`config.mk`:
```
export PLATFORM = sky130hd
export DESIGN_NAME = operand_queue
export DESIGN_NICKNAME = d
export VERILOG_FILES = /design/src/design/opq_pkg.sv /design/src/design/opq_fifo.sv /design/src/design/opq_credit_counter.sv /design/src/design/opq_convert.sv /design/src/design/opq_sequencer.sv /design/src/design/operand_queue.sv
export VERILOG_INCLUDE_DIRS = /design/src /design/src/design
export SDC_FILE = /design/constraint.sdc
export NUM_CORES = 1
export LEC_CHECK = 0
export CORE_AREA = 2 2 178 180
export CTS_BUF_LIST = sky130_fd_sc_hd__clkbuf_2 sky130_fd_sc_hd__clkbuf_4 sky130_fd_sc_hd__clkbuf_8
export CTS_CLUSTER_SIZE = 8
export DETAILED_ROUTE_END_ITERATION = 7
export DIE_AREA = 0 0 180 182
export DONT_BUFFER_PORTS = 1
export GPL_ROUTABILITY_DRIVEN = 0
export HOLD_SLACK_MARGIN = 0.02
export PLACE_DENSITY_LB_ADDON = 0.3
export SYNTH_ARGS = -nofsm -noshare
export SYNTH_HDL_FRONTEND = slang
export SYNTH_HIERARCHICAL = 1
export SYNTH_SLANG_ARGS = --single-unit
```
`constraint.sdc`:
```
create_clock -name clk_i -period 6.1 [get_ports clk_i]
set_clock_uncertainty 0.2 [all_clocks]
set_input_delay 0.305 -clock clk_i [delete_from_list [all_inputs] [get_ports clk_i]]
set_output_delay 0.305 -clock clk_i [all_outputs]
set_load 0.05 [all_outputs]
```
`src/design/opq_cfg.svh`:
```
`ifndef OPQ_CFG_SVH
`define OPQ_CFG_SVH

////////////////////////////////////////
// Datapath
////////////////////////////////////////

// Width of one register file word
`define OPQ_ELEN 64

////////////////////////////////////////
// Buffering
////////////////////////////////////////

// Entries in each buffer, also the credit limit
`define OPQ_DEPTH 2

// Width of the vl field and of the element counter
`define OPQ_VL_W 16

`endif

```
`src/design/opq_pkg.sv`:
```
`default_nettype none

`include "opq_cfg.svh"

package opq_pkg;

  // Source element width
  typedef enum logic [1:0] {
    EW8  = 2'd0,
    EW16 = 2'd1,
    EW32 = 2'd2,
    EW64 = 2'd3
  } opq_eew_e;

  // Conversion applied to the head word
  typedef enum logic [2:0] {
    CONV_NONE    = 3'd0,
    CONV_SEXT2   = 3'd1,
    CONV_ZEXT2   = 3'd2,
    CONV_SEXT4   = 3'd3,
    CONV_ZEXT4   = 3'd4,
    CONV_FPWIDE2 = 3'd5
  } opq_conv_e;

  // Command from the operand requester
  // target_fu is 0 for the slide unit, 1 for the address generator
  typedef struct packed {
    opq_conv_e             conv;
    opq_eew_e              eew;
    logic [`OPQ_VL_W-1:0]  vl;
    logic                  target_fu;
  } opq_cmd_t;

  // IEEE half precision fields
  typedef struct packed {
    logic       sign;
    logic [4:0] exponent;
    logic [9:0] mantissa;
  } opq_fp16_t;

  // One 16-bit slice of a word, integer or FP16
  typedef union packed {
    logic [15:0] raw;
    opq_fp16_t   fp;
  } opq_half_u;

endpackage

`default_nettype wire

```
`src/design/opq_fifo.sv`:
```
`timescale 1ns/1ps
`default_nettype none

module opq_fifo #(
  parameter int unsigned DEPTH = 2,
  parameter int unsigned WIDTH = 64
) (
  input  logic             clk_i,
  input  logic             rst_ni,
  input  logic [WIDTH-1:0] data_i,
  input  logic             push_i,
  input  logic             pop_i,
  output logic [WIDTH-1:0] data_o,
  output logic             empty_o,
  output logic             full_o
);

  localparam int unsigned PTR_W = (DEPTH > 1) ? $clog2(DEPTH) : 1;
  localparam int unsigned CNT_W = $clog2(DEPTH + 1);

  logic [WIDTH-1:0] mem_q [DEPTH];
  logic [PTR_W-1:0] wr_ptr_q, rd_ptr_q;
  logic [CNT_W-1:0] count_q;
  logic             do_push, do_pop;

  // A push into a full buffer is dropped
  assign do_push = push_i && !full_o;
  assign do_pop  = pop_i && !empty_o;

  assign empty_o = (count_q == '0);
  assign full_o  = (count_q == CNT_W'(DEPTH));
  assign data_o  = mem_q[rd_ptr_q];

  always_ff @(posedge clk_i) begin
    if (do_push) begin
      mem_q[wr_ptr_q] <= data_i;
    end
  end

  always_ff @(posedge clk_i or negedge rst_ni) begin
    if (!rst_ni) begin
      wr_ptr_q <= '0;
      rd_ptr_q <= '0;
      count_q  <= '0;
    end else begin
      if (do_push) begin
        wr_ptr_q <= (wr_ptr_q == PTR_W'(DEPTH - 1)) ? '0 : wr_ptr_q + 1'b1;
      end
      if (do_pop) begin
        rd_ptr_q <= (rd_ptr_q == PTR_W'(DEPTH - 1)) ? '0 : rd_ptr_q + 1'b1;
      end
      // Usage moves only when exactly one side is active
      if (do_push && !do_pop) begin
        count_q <= count_q + 1'b1;
      end else if (do_pop && !do_push) begin
        count_q <= count_q - 1'b1;
      end
    end
  end

endmodule

`default_nettype wire

```
`src/design/opq_credit_counter.sv`:
```
`timescale 1ns/1ps
`default_nettype none

`include "opq_cfg.svh"

module opq_credit_counter (
  input  logic clk_i,
  input  logic rst_ni,
  input  logic issued_i,
  input  logic consumed_i,
  output logic ready_o
);

  localparam int unsigned CNT_W = $clog2(`OPQ_DEPTH + 1);

  // Words promised by the register file and not yet popped
  logic [CNT_W-1:0] count_q;

  always_ff @(posedge clk_i or negedge rst_ni) begin
    if (!rst_ni) begin
      count_q <= '0;
    end else begin
      if (issued_i && !consumed_i) begin
        count_q <= count_q + 1'b1;
      end else if (consumed_i && !issued_i) begin
        count_q <= count_q - 1'b1;
      end
    end
  end

  // Room left for one more word in the operand buffer
  assign ready_o = (count_q < CNT_W'(`OPQ_DEPTH));

endmodule

`default_nettype wire

```
`src/design/opq_convert.sv`:
```
`timescale 1ns/1ps
`default_nettype none

`include "opq_cfg.svh"

module opq_convert import opq_pkg::*; (
  input  logic [`OPQ_ELEN-1:0] word_i,
  input  opq_conv_e            conv_i,
  input  opq_eew_e             eew_i,
  input  logic [2:0]           select_i,
  output logic [`OPQ_ELEN-1:0] word_o
);

  // FP32 bias minus FP16 bias
  localparam logic [7:0] FP_REBIAS = 8'd112;

  logic sign_ext;

  assign sign_ext = (conv_i == CONV_SEXT2) || (conv_i == CONV_SEXT4);

  ////////////////////////////////////////
  // Widening
  ////////////////////////////////////////

  // Output group e takes source element e counted from byte select_i,
  // so consecutive outputs walk through the word from the low end
  always_comb begin
    opq_half_u   half;
    logic [7:0]  byte_el;
    logic [31:0] word_el;
    logic [7:0]  exp_wide;

    word_o   = word_i;
    half     = '0;
    byte_el  = '0;
    word_el  = '0;
    exp_wide = '0;

    case (conv_i)
      CONV_SEXT2, CONV_ZEXT2: begin
        case (eew_i)
          EW8: begin
            for (int e = 0; e < 4; e++) begin
              byte_el = word_i[8*select_i + 8*e +: 8];
              word_o[16*e +: 16] = {{8{sign_ext & byte_el[7]}}, byte_el};
            end
          end
          EW16: begin
            for (int e = 0; e < 2; e++) begin
              half.raw = word_i[8*select_i + 16*e +: 16];
              word_o[32*e +: 32] = {{16{sign_ext & half.raw[15]}}, half.raw};
            end
          end
          EW32: begin
            word_el = word_i[8*select_i +: 32];
            word_o  = {{32{sign_ext & word_el[31]}}, word_el};
          end
          default: ;
        endcase
      end

      CONV_SEXT4, CONV_ZEXT4: begin
        case (eew_i)
          EW8: begin
            for (int e = 0; e < 2; e++) begin
              byte_el = word_i[8*select_i + 8*e +: 8];
              word_o[32*e +: 32] = {{24{sign_ext & byte_el[7]}}, byte_el};
            end
          end
          EW16: begin
            half.raw = word_i[8*select_i +: 16];
            word_o   = {{48{sign_ext & half.raw[15]}}, half.raw};
          end
          default: ;
        endcase
      end

      CONV_FPWIDE2: begin
        // Only the exponent is rebiased, special values are not handled
        if (eew_i == EW16) begin
          for (int e = 0; e < 2; e++) begin
            half.raw = word_i[8*select_i + 16*e +: 16];
            exp_wide = {3'b000, half.fp.exponent} + FP_REBIAS;
            word_o[32*e +: 32] = {half.fp.sign, exp_wide, half.fp.mantissa, 13'b0};
          end
        end
      end

      default: ;
    endcase
  end

endmodule

`default_nettype wire

```
`src/design/opq_sequencer.sv`:
```
`timescale 1ns/1ps
`default_nettype none

`include "opq_cfg.svh"

module opq_sequencer import opq_pkg::*; (
  input  logic       clk_i,
  input  logic       rst_ni,
  input  opq_cmd_t   cmd_i,
  input  logic       cmd_empty_i,
  input  logic       word_empty_i,
  input  logic       out_ready_i,
  output logic       out_valid_o,
  output logic [2:0] select_o,
  output logic       word_pop_o,
  output logic       cmd_pop_o
);

  logic [2:0]           select_q, select_next;
  logic [`OPQ_VL_W-1:0] cnt_q;
  logic [`OPQ_VL_W:0]   cnt_next;
  logic [3:0]           elem_cnt;
  logic [2:0]           sel_step;
  logic                 fire;
  logic                 done;

  // Elements per output word and byte advance of select
  // Unsupported pairs behave as a plain pass-through
  always_comb begin
    elem_cnt = 4'd8 >> cmd_i.eew;
    sel_step = 3'd0;
    case (cmd_i.conv)
      CONV_SEXT2, CONV_ZEXT2: begin
        if (cmd_i.eew != EW64) begin
          elem_cnt = 4'd4 >> cmd_i.eew;
          sel_step = 3'd4;
        end
      end
      CONV_SEXT4, CONV_ZEXT4: begin
        if (cmd_i.eew == EW8 || cmd_i.eew == EW16) begin
          elem_cnt = 4'd2 >> cmd_i.eew;
          sel_step = 3'd2;
        end
      end
      CONV_FPWIDE2: begin
        if (cmd_i.eew == EW16) begin
          elem_cnt = 4'd2;
          sel_step = 3'd4;
        end
      end
      default: ;
    endcase
  end

  assign out_valid_o = !cmd_empty_i && !word_empty_i;
  assign fire        = out_valid_o && out_ready_i;

  assign select_next = select_q + sel_step;
  assign cnt_next    = {1'b0, cnt_q} + (`OPQ_VL_W + 1)'(elem_cnt);
  assign done        = fire && (cnt_next >= {1'b0, cmd_i.vl});

  // Word is used up once select wraps, or at once when nothing is widened
  assign word_pop_o = done || (fire && (sel_step == 3'd0 || select_next == 3'd0));
  assign cmd_pop_o  = done;
  assign select_o   = select_q;

  always_ff @(posedge clk_i or negedge rst_ni) begin
    if (!rst_ni) begin
      select_q <= '0;
      cnt_q    <= '0;
    end else if (fire) begin
      if (done) begin
        // Next command starts from the low end of a fresh word
        select_q <= '0;
        cnt_q    <= '0;
      end else begin
        select_q <= select_next;
        cnt_q    <= cnt_next[`OPQ_VL_W-1:0];
      end
    end
  end

endmodule

`default_nettype wire

```
`src/design/operand_queue.sv`:
```
`timescale 1ns/1ps
`default_nettype none

`include "opq_cfg.svh"

module operand_queue import opq_pkg::*; (
  input  logic                 clk_i,
  input  logic                 rst_ni,
  // Command side
  input  opq_cmd_t             cmd_i,
  input  logic                 cmd_valid_i,
  output logic                 cmd_ready_o,
  // Register file side
  input  logic [`OPQ_ELEN-1:0] operand_i,
  input  logic                 operand_valid_i,
  input  logic                 operand_issued_i,
  output logic                 operand_ready_o,
  // Functional unit side
  output logic [`OPQ_ELEN-1:0] operand_o,
  output logic                 target_fu_o,
  output logic                 operand_valid_o,
  input  logic                 operand_ready_i
);

  opq_cmd_t             cmd_head;
  logic                 cmd_empty, cmd_full, cmd_pop;
  logic [`OPQ_ELEN-1:0] word_head;
  logic                 word_empty, word_pop;
  logic [2:0]           select;

  ////////////////////////////////////////
  // Buffers
  ////////////////////////////////////////

  opq_fifo #(
    .DEPTH (`OPQ_DEPTH),
    .WIDTH ($bits(opq_cmd_t))
  ) i_cmd_buffer (
    .clk_i   (clk_i),
    .rst_ni  (rst_ni),
    .data_i  (cmd_i),
    .push_i  (cmd_valid_i),
    .pop_i   (cmd_pop),
    .data_o  (cmd_head),
    .empty_o (cmd_empty),
    .full_o  (cmd_full)
  );

  assign cmd_ready_o = !cmd_full;

  // Never overflows, the credit counter holds back the issue side
  opq_fifo #(
    .DEPTH (`OPQ_DEPTH),
    .WIDTH (`OPQ_ELEN)
  ) i_word_buffer (
    .clk_i   (clk_i),
    .rst_ni  (rst_ni),
    .data_i  (operand_i),
    .push_i  (operand_valid_i),
    .pop_i   (word_pop),
    .data_o  (word_head),
    .empty_o (word_empty),
    .full_o  ()
  );

  opq_credit_counter i_credit (
    .clk_i      (clk_i),
    .rst_ni     (rst_ni),
    .issued_i   (operand_issued_i),
    .consumed_i (word_pop),
    .ready_o    (operand_ready_o)
  );

  ////////////////////////////////////////
  // Conversion and output
  ////////////////////////////////////////

  opq_convert i_convert (
    .word_i   (word_head),
    .conv_i   (cmd_head.conv),
    .eew_i    (cmd_head.eew),
    .select_i (select),
    .word_o   (operand_o)
  );

  opq_sequencer i_sequencer (
    .clk_i        (clk_i),
    .rst_ni       (rst_ni),
    .cmd_i        (cmd_head),
    .cmd_empty_i  (cmd_empty),
    .word_empty_i (word_empty),
    .out_ready_i  (operand_ready_i),
    .out_valid_o  (operand_valid_o),
    .select_o     (select),
    .word_pop_o   (word_pop),
    .cmd_pop_o    (cmd_pop)
  );

  assign target_fu_o = cmd_head.target_fu;

endmodule

`default_nettype wire

```
-- Yosys cells after proc, flatten, opt, wreduce, memory -nomap -nowiden
Memory sizes are Yosys's and may differ from the RTL's.
Cells that the tools add are included.
Widths: inputs -> output; s select.
- register bits: 29
- memory bits (writable): 172
- input bits: 92
- output and inout port bits: 68
- logic and storage cells: 123
- memories: 2
- add/subtract/negate cells: 17
- order comparisons: 2
- equality and inequality tests: 10
- shift operators: 10
- mux-type cells: 28
- bitwise operators: 7
- reduce and logical (&&, ||, !) cells: 38
- memories (memory ; depth ; bits a word ; read ports ; clocked after Yosys merged registers in ; wr ports ; RTL line ; source):
    i_word_buffer.mem_q ; 2 ; 64 ; 1 ; 0 ; 1 ; opq_fifo.sv:21 ; logic [WIDTH-1:0] mem_q [DEPTH];
    i_cmd_buffer.mem_q ; 2 ; 22 ; 1 ; 0 ; 1 ; opq_fifo.sv:21 ;
- operators with widths (cell ; number):
    $pmux 64 s3 ; 2
    $shiftx 64x33->8 ; 3
    $pmux 64 s2 ; 1
    $mux 64 ; 1
    $shiftx 64x33->16 ; 1
    $shiftx 64x7->16 ; 1
    $shiftx 64x7->32 ; 1
    $shiftx 64x7->8 ; 1
    $add 16x4->17 ; 1
    $ge 17x16->1 ; 1
    $add 5x7->8 const B ; 2
    $mux 16 ; 1
    $add 6x5->7 const B ; 2
    $logic_and 1x1->1 ; 14
    $mux 2 ; 7
    $mux 4 ; 3
    $pmux 4 s3 ; 1
    $logic_not 1->1 ; 10
    $mux 3 ; 3
    $pmux 3 s3 ; 1
    $mux 1 ; 8
    $add 6x4->7 const B ; 1
    $and 1x1->1 ; 7
    $add 2x1->2 const B ; 3
    other kinds (18) ; 36

-- Depth between registers and ports, before layout
Gate-level depths: netlist of run 1.
An unclocked memory read counts as a cell.
- depth after elaboration: 14
- gate-level depth with buffers: 30
- depth with buffers taken out: 27

-- Hierarchy
Netlist of run 1, hierarchy kept.
- modules (own cells, without submodules) (module ; instances ; cells an instance ; area an instance (µm²) ; seq. area each (µm²)):
    opq_fifo at i_word_buffer ; 1 ; 218 ; 5021.1 ; 3943.8
    opq_convert ; 1 ; 690 ; 4737.0 ; 0.0
    opq_sequencer ; 1 ; 252 ; 2023.2 ; 450.4
    opq_fifo at i_cmd_buffer ; 1 ; 87 ; 1788.0 ; 1421.4
    opq_credit_counter ; 1 ; 9 ; 100.1 ; 50.0
    operand_queue ; 1 ; 1 ; 3.8 ; 0.0

-- Worst setup path before layout of run 1
OpenSTA, ideal clock, no wires.
- path kind: register -> register
- from: reg i_cmd_buffer.rd_ptr_q
- to: reg i_word_buffer.count_q[1]
- setup time: 0.125 ns
- arrival: 5.249 ns
- required time: 5.775 ns
- slack: 0.526 ns
- stages on the path, launching flop included: 28
- path buffers: 4
- clock period less this slack: 5.574 ns
- cells stage by stage: dfrtp_1 buf_6 mux2_2 buf_4 or3b_2 o21a_1 o21ai_0 o32a_1 o21ai_0 fa_1 nand2b_1 a21oi_2 nand2b_1 buf_2 nor2_1 xor2_1 ha_1 a21o_1 a21oi_1 nand4_1 buf_2 nor2_1 a21oi_1 o21ai_0 ha_1 xor2_1 nor2_1 xor2_1
- RTL lines (element ; RTL line ; source):
    from (decl) ; opq_fifo.sv:22 ; logic [PTR_W-1:0] wr_ptr_q, rd_ptr_q;
    from (signal assigned) ; opq_fifo.sv:50 ; rd_ptr_q <= (rd_ptr_q == PTR_W'(DEPTH - 1)) ? '0 : rd_ptr_q + 1'b1;
    to (signal assigned) ; opq_fifo.sv:54 ; count_q <= count_q + 1'b1;
    to (signal assigned) ; opq_fifo.sv:56 ; count_q <= count_q - 1'b1;
    to (decl) ; opq_fifo.sv:23 ; logic [CNT_W-1:0] count_q;

==> impl_results.md, run 1 <==
* First-pass GRT wire length at 63000 µm
* Via/cell ratio at between 6 and 7
* Clk pin slew, worst setup/hold paths at around 0.11 ns
* Area Overhead vs Synth at 11.9%
* Die W at 180 µm
* Clock Tree Buf Depth at 2
* Setup TNS at 0 ns
* Router iterations before antenna repair at 6
* Clock latency on the worst-skew pair at about 0.48 ns
* Worst hold path class: in -> async
* CTS root buf: clkbuf_8
* Syn_area_per_cell at roughly 11 µm²
* Nets@finish at around 1.4k
* Final hold vios at 0
* Largest net degree at the start of global routing at 69
* Outcome: finished, final reports clean
* Slew HR at 10.6%
* Max FO, Critical Path at 8
* GRT Total Usage at 24.9%
* Max frequency at 180 MHz
* CTS Sinks at 200
* IO buf count at 0
* Crit start category: flop
* Post-route DRC at 0
* DRT iter0 DRCs at 1700
* Synthesized instance count at 1256
* Max-cap violations at 0
* Initial antenna violation count at 0
* Final setup fails at 0
* Diodes inserted at 0
* Synth Warn # at 6
* Final ANT Viol Nets at 0
* DR WL/cell at approximately 24 µm
* Tmin final at 5.55 ns
* Post-Syn Area at between 10000 and 15000 µm²
* Initial Utilization at 44.1%
* Period utilization at 91.0%
* Critical path class: reg -> reg
* Num CTS Buffers at 17
* Die height at 182 µm
* Number of global-route vias before repair at approximately 10k
* Max-slew violation count at 0
* H-tree levels at 4
* I/O pins at 160
* Tightest Pin Transition at 1.34 ns
* FP Rows at 65
* CP Capture Type: flop
* CP Data Required Time at between 6 and 7 ns
* Unrepaired setup endpoints after global routing: no
* Post-Route WL at ~42000 µm
* TritonCTS clock tree: done
* DP HPWL at ~30000 µm
* Crit path DAT at between 5 and 6 ns
* Post-CTS Setup Bufs at 0
* Share of cells above drive strength 1 at between 15 and 20%
* Core area at around 31000 µm²
* Congestion Overflow GR at 0
* Routed via count at 11.0k
* DIE AREA at 32800 µm²
* Post-synth net total at 1379
==> through the flow <==
step / util, % / instances / setup slack [ns] / area, µm² / hold WS [ns]
final: 49.4 / 1732 / 0.549 / 15300 / 0.0838
after global routing: 49.4 / 1732 / 0.0672 / 15300 / 0.0648
after CTS: 49.3 / 1732 / 0.227 / 15300 / 0.0606
after detailed placement: 45.0 / 1609 / 0.274 / 13900 / -0.189
after global placement: 45.0 / 1609 / 0.396 / 13900 / -0.189
after floorplan: - / 1256 / 0.526 / 13700 / -0.191
==> metal layers <==
metal / vias up / wire (µm) / global-route usage (%)
met3: 121 / 5040 / 7.48
li1: 4921 / - / -
met2: 653 / 17500 / 35.8
met4: 0 / 1700 / 10.7
met1: 5296 / 17300 / 34.9
met5: - / 0 / 0
==> cell type report <==
| class | count | area (µm²) |
|---|---|---|
| clock buffer | 17 | 234 |
| clock inverter | 15 | 181 |
| multi-input combinational | 923 | 7130 |
| timing repair buffer | 128 | 1200 |
| inverter | 47 | 176 |
| fill | 2741 | 15700 |
| tap | 402 | 503 |
| sequential | 200 | 5870 |
==> path summary, 6_finish.rpt <==
kind,start,cells past startpoint,slack [ns],to
max in group asynchronous,rst_ni,2,5.43,i_word_buffer/rd_ptr_q$_DFFE_PN0P_
worst max register to register,i_cmd_buffer/rd_ptr_q$_DFFE_PN0P_,23,0.55,i_word_buffer/count_q[1]$_DFFE_PN0P_
worst min register to register,i_credit/count_q[0]$_DFFE_PN0P_,1,0.30,i_credit/count_q[0]$_DFFE_PN0P_
worst min-delay path,rst_ni,2,0.08,i_cmd_buffer/rd_ptr_q$_DFFE_PN0P_
worst max-delay path,i_cmd_buffer/rd_ptr_q$_DFFE_PN0P_,23,0.55,i_word_buffer/count_q[1]$_DFFE_PN0P_
min in group clk_i,operand_ready_i,3,0.19,i_sequencer/cnt_q[3]$_DFFE_PN0P_
==> registers in the layout, summed over array words and instances, names as in the netlist <==
name / cells
i_word_buffer/rd_ptr_q: 1
i_cmd_buffer/wr_ptr_q: 1
i_credit/count_q: 2
i_cmd_buffer/count_q: 2
i_sequencer/cnt_q: 16
i_sequencer/select_o: 2
i_word_buffer/mem_q: 128
i_cmd_buffer/rd_ptr_q: 1
i_cmd_buffer/mem_q: 44
i_word_buffer/wr_ptr_q: 1
i_word_buffer/count_q: 2
==> timing repair <==
action                     in CTS  in global routing
setup endpoints to repair       0                  6
hold endpoints to repair      204                  0
gates resized for setup         0                  5
hold buffers                   91                  0
==> critical path, stage by stage (launching register included) <==
cell and delay (ns):
dfrtp_2 0.44, mux2_2 0.44, or3b_2 0.50, o21a_1 0.13
o21ai_0 0.24, o32a_1 0.22, o21ai_0 0.10, fa_1 0.41
nand2b_1 0.19, a21oi_4 0.19, nand2b_2 0.17, nor2_1 0.16
xor2_1 0.22, ha_1 0.28, nand3_1 0.09, a21boi_0 0.08
o21bai_1 0.12, nand4_1 0.18, nor2_4 0.21, a21oi_1 0.11
o21ai_0 0.19, ha_1 0.32, nor2_1 0.15, xor2_1 0.15
==> cell usage in the layout, fill, tap and decap left out, types with 9 or more instances in the layout <==
master / count
a21oi_1: 59
a22oi_1: 11
a31oi_1: 18
buf_4: 37
clkbuf_8: 17
dfrtp_1: 25
dlygate4sd3_1: 90
edfxtp_1: 172
ha_1: 30
inv_1: 46
mux2_2: 48
mux2_4: 50
mux2i_1: 49
mux4_2: 13
nand2_1: 117
nand2b_1: 18
nand3_1: 29
nand4_1: 9
nor2_1: 76
nor3_1: 11
o211ai_1: 19
o21ai_0: 70
o21ai_1: 16
o221ai_1: 14
o22a_1: 12
xnor2_1: 16
xor2_1: 14
Power of run 1 is not shown: default switching activity piles up to over one toggle a cycle in this logic, so the estimate is an artifact.
==> run 2: changes to the inputs <==
- RECOVER_POWER: default -> 25
==> impl_results.md, run 2 (synthesized netlist as in run 1, its figures left out) <==
* Core area at 31000 µm² (unchanged)
* Die W at 180 µm (unchanged)
* Crit start category: flop (unchanged)
* Worst hold path class: in -> reg (was in -> async)
* DR WL/cell at 24.0 µm (about the same)
* Reg-to-Reg Start: i_cmd_buffer/rd_ptr_q$_DFFE_PN0P_ (unchanged)
* CTS Sinks at 200 (unchanged)
* DP HPWL at 29700 µm (unchanged)
* Diodes inserted at 0 (unchanged)
* Clock latency on the worst-skew pair at 0.48 ns (about the same)
* Clk pin slew, worst setup/hold paths at 0.11 ns (about the same)
* CTS root buf: clkbuf_8 (unchanged)
* Max FO, Critical Path at 8 (unchanged)
* Share of cells above drive strength 1 at 17.8% (was 17.9%)
* Outcome: complete, but fails checks (was finished, final reports clean)
* Post-Route WL at 41600 µm (was 41500 µm)
* Area Overhead vs Synth at 11.8% (was 11.9%)
* Slew HR at -10.8% (was 10.6%)
* First-pass GRT wire length at 63000 µm (unchanged)
* Die height at 182 µm (unchanged)
* Register area at 5870 µm² (unchanged)
* Setup TNS at 0 ns (unchanged)
* Nets@finish at 1440 (unchanged)
* Max reg flops at 128 (unchanged)
* CP startpoint: i_cmd_buffer/rd_ptr_q$_DFFE_PN0P_ (unchanged)
* Critical path class: reg -> reg (unchanged)
* Footprint of the multi-input gates at 7130 µm² (unchanged)
* H-tree levels at 4 (unchanged)
* Num CTS Buffers at 17 (unchanged)
* CP Data Required Time at 6.31 ns (about the same)
* Final ANT Viol Nets at 0 (unchanged)
* Top Registers: i_word_buffer/mem_q: 128 flops, i_cmd_buffer/mem_q: 44 flops, i_sequencer/cnt_q: 16 flops (unchanged)
* Initial antenna violation count at 0 (unchanged)
* DRT iter0 DRCs at 1694 (was 1700)
* Max-slew violation count at 29 (was 0)
* Initial Utilization at 44.1% (unchanged)
* I/O pins at 160 (unchanged)
* Crit path DAT at 5.77 ns (was 5.76 ns)
* FP Rows at 65 (unchanged)
* Clock Tree Buf Depth at 2 (unchanged)
* Routed via count at 11.1k (was 11.0k)
* Router iterations before antenna repair at 7 (was 6)
* Max-cap violations at 1 (was 0)
* Number of fill cells at 2743 (was 2741)
* Period utilization at 91.0% (about the same)
* Largest Register: i_word_buffer/mem_q (unchanged)
* Unrepaired setup endpoints after global routing: no (unchanged)
* Hold Path Origin: operand_ready_i
* Most frequent cells in the layout: edfxtp_1, nand2_1, dlygate4sd3_1, nor2_1, o21ai_0 (unchanged)
* Max frequency at 180 MHz (about the same)
* Most common cell after layout, fill and taps aside: edfxtp_1 (unchanged)
* GRT Total Usage at 24.9% (unchanged)
* Tightest Pin Transition at 1.66 ns (was 1.34 ns)
* Congestion Overflow GR at 0 (unchanged)
* Final hold vios at 0 (unchanged)
* TritonCTS clock tree: done (unchanged)
* DIE AREA at 32800 µm² (unchanged)
* Via/cell ratio at 6.38 (was 6.35)
* Final setup fails at 0 (unchanged)
* CP Capture Type: flop (unchanged)
* Failing checks: capacitance limit, slew limit
* Number of global-route vias before repair at 10.4k (unchanged)
* Tmin final at 5.55 ns (about the same)
* Largest net degree at the start of global routing at 69 (unchanged)
* Core Util, Final at 49.3% (was 49.4%)
* Post-route DRC at 0 (unchanged)
* IO buf count at 0 (unchanged)
==> run 2: cell types whose count changed in the layout (fill, tap and decap cells not counted), sizes merged <==
cell    before  now
buf         38   37
clkbuf      17   18
==> run 2: layout make-up <==
cell class                 count  share of cell area (%)
inverter                      47                    1.15
multi-input combinational    923                    46.7
sequential                   200                    38.4
timing repair buffer         128                    7.74
clock buffer                  17                    1.53
clock inverter                15                    1.19
tap                          402                    3.29
==> run 2: path summary, 6_finish.rpt <==
kind	cells past startpoint	slack (ns)	end
max	23	0.55	i_word_buffer/count_q[1]$_DFFE_PN0P_
min	3	0.19	i_sequencer/cnt_q[3]$_DFFE_PN0P_
max reg2reg	23	0.55	i_word_buffer/count_q[1]$_DFFE_PN0P_
min reg2reg	1	0.30	i_credit/count_q[0]$_DFFE_PN0P_
max in group asynchronous	2	3.91	i_word_buffer/rd_ptr_q$_DFFE_PN0P_
min in group asynchronous	2	0.62	i_cmd_buffer/rd_ptr_q$_DFFE_PN0P_
==> run 2: metrics by stage <==
step           std cells  area (µm²)  hold WS, ns  setup slack (ns)
5_1_grt             1732       15300        0.203            0.0672
2_1_floorplan       1256       13700       -0.191             0.526
6_report            1732       15300        0.190             0.547
3_3_place_gp        1609       13900       -0.189             0.396
4_1_cts             1732       15300       0.0606             0.227
3_5_place_dp        1609       13900       -0.189             0.274
==> run 2: critical path, cell delays in order, from the launching register on <==
cell and delay (ns):
dfrtp_2 0.44, mux2_2 0.44, or3b_2 0.50, o21a_1 0.13
o21ai_0 0.24, o32a_1 0.22, o21ai_0 0.10, fa_1 0.41
nand2b_1 0.19, a21oi_4 0.19, nand2b_2 0.17, nor2_1 0.16
xor2_1 0.22, ha_1 0.28, nand3_1 0.09, a21boi_0 0.08
o21bai_1 0.12, nand4_1 0.18, nor2_4 0.21, a21oi_1 0.11
o21ai_0 0.19, ha_1 0.32, nor2_1 0.15, xor2_1 0.15
==> run 2: layer usage <==
| metal | vias to the layer above | track usage (%) | wire length [µm] |
|---|---|---|---|
| li1 | 4928 | - | - |
| met1 | 5301 | 34.9 | 17200 |
| met2 | 690 | 35.8 | 17300 |
| met3 | 135 | 7.48 | 5140 |
| met4 | 0 | 10.7 | 1900 |
| met5 | - | 0 | 0 |
==> run 2: what timing repair did <==
item | CTS | global route
endpoints found under the hold margin | 204 | 0
setup endpoints to repair | 0 | 6
gates resized for setup | 0 | 5
setup buffers | 0 | 0
hold buffers | 91 | 0
Power of run 2 is left out for the same reason.
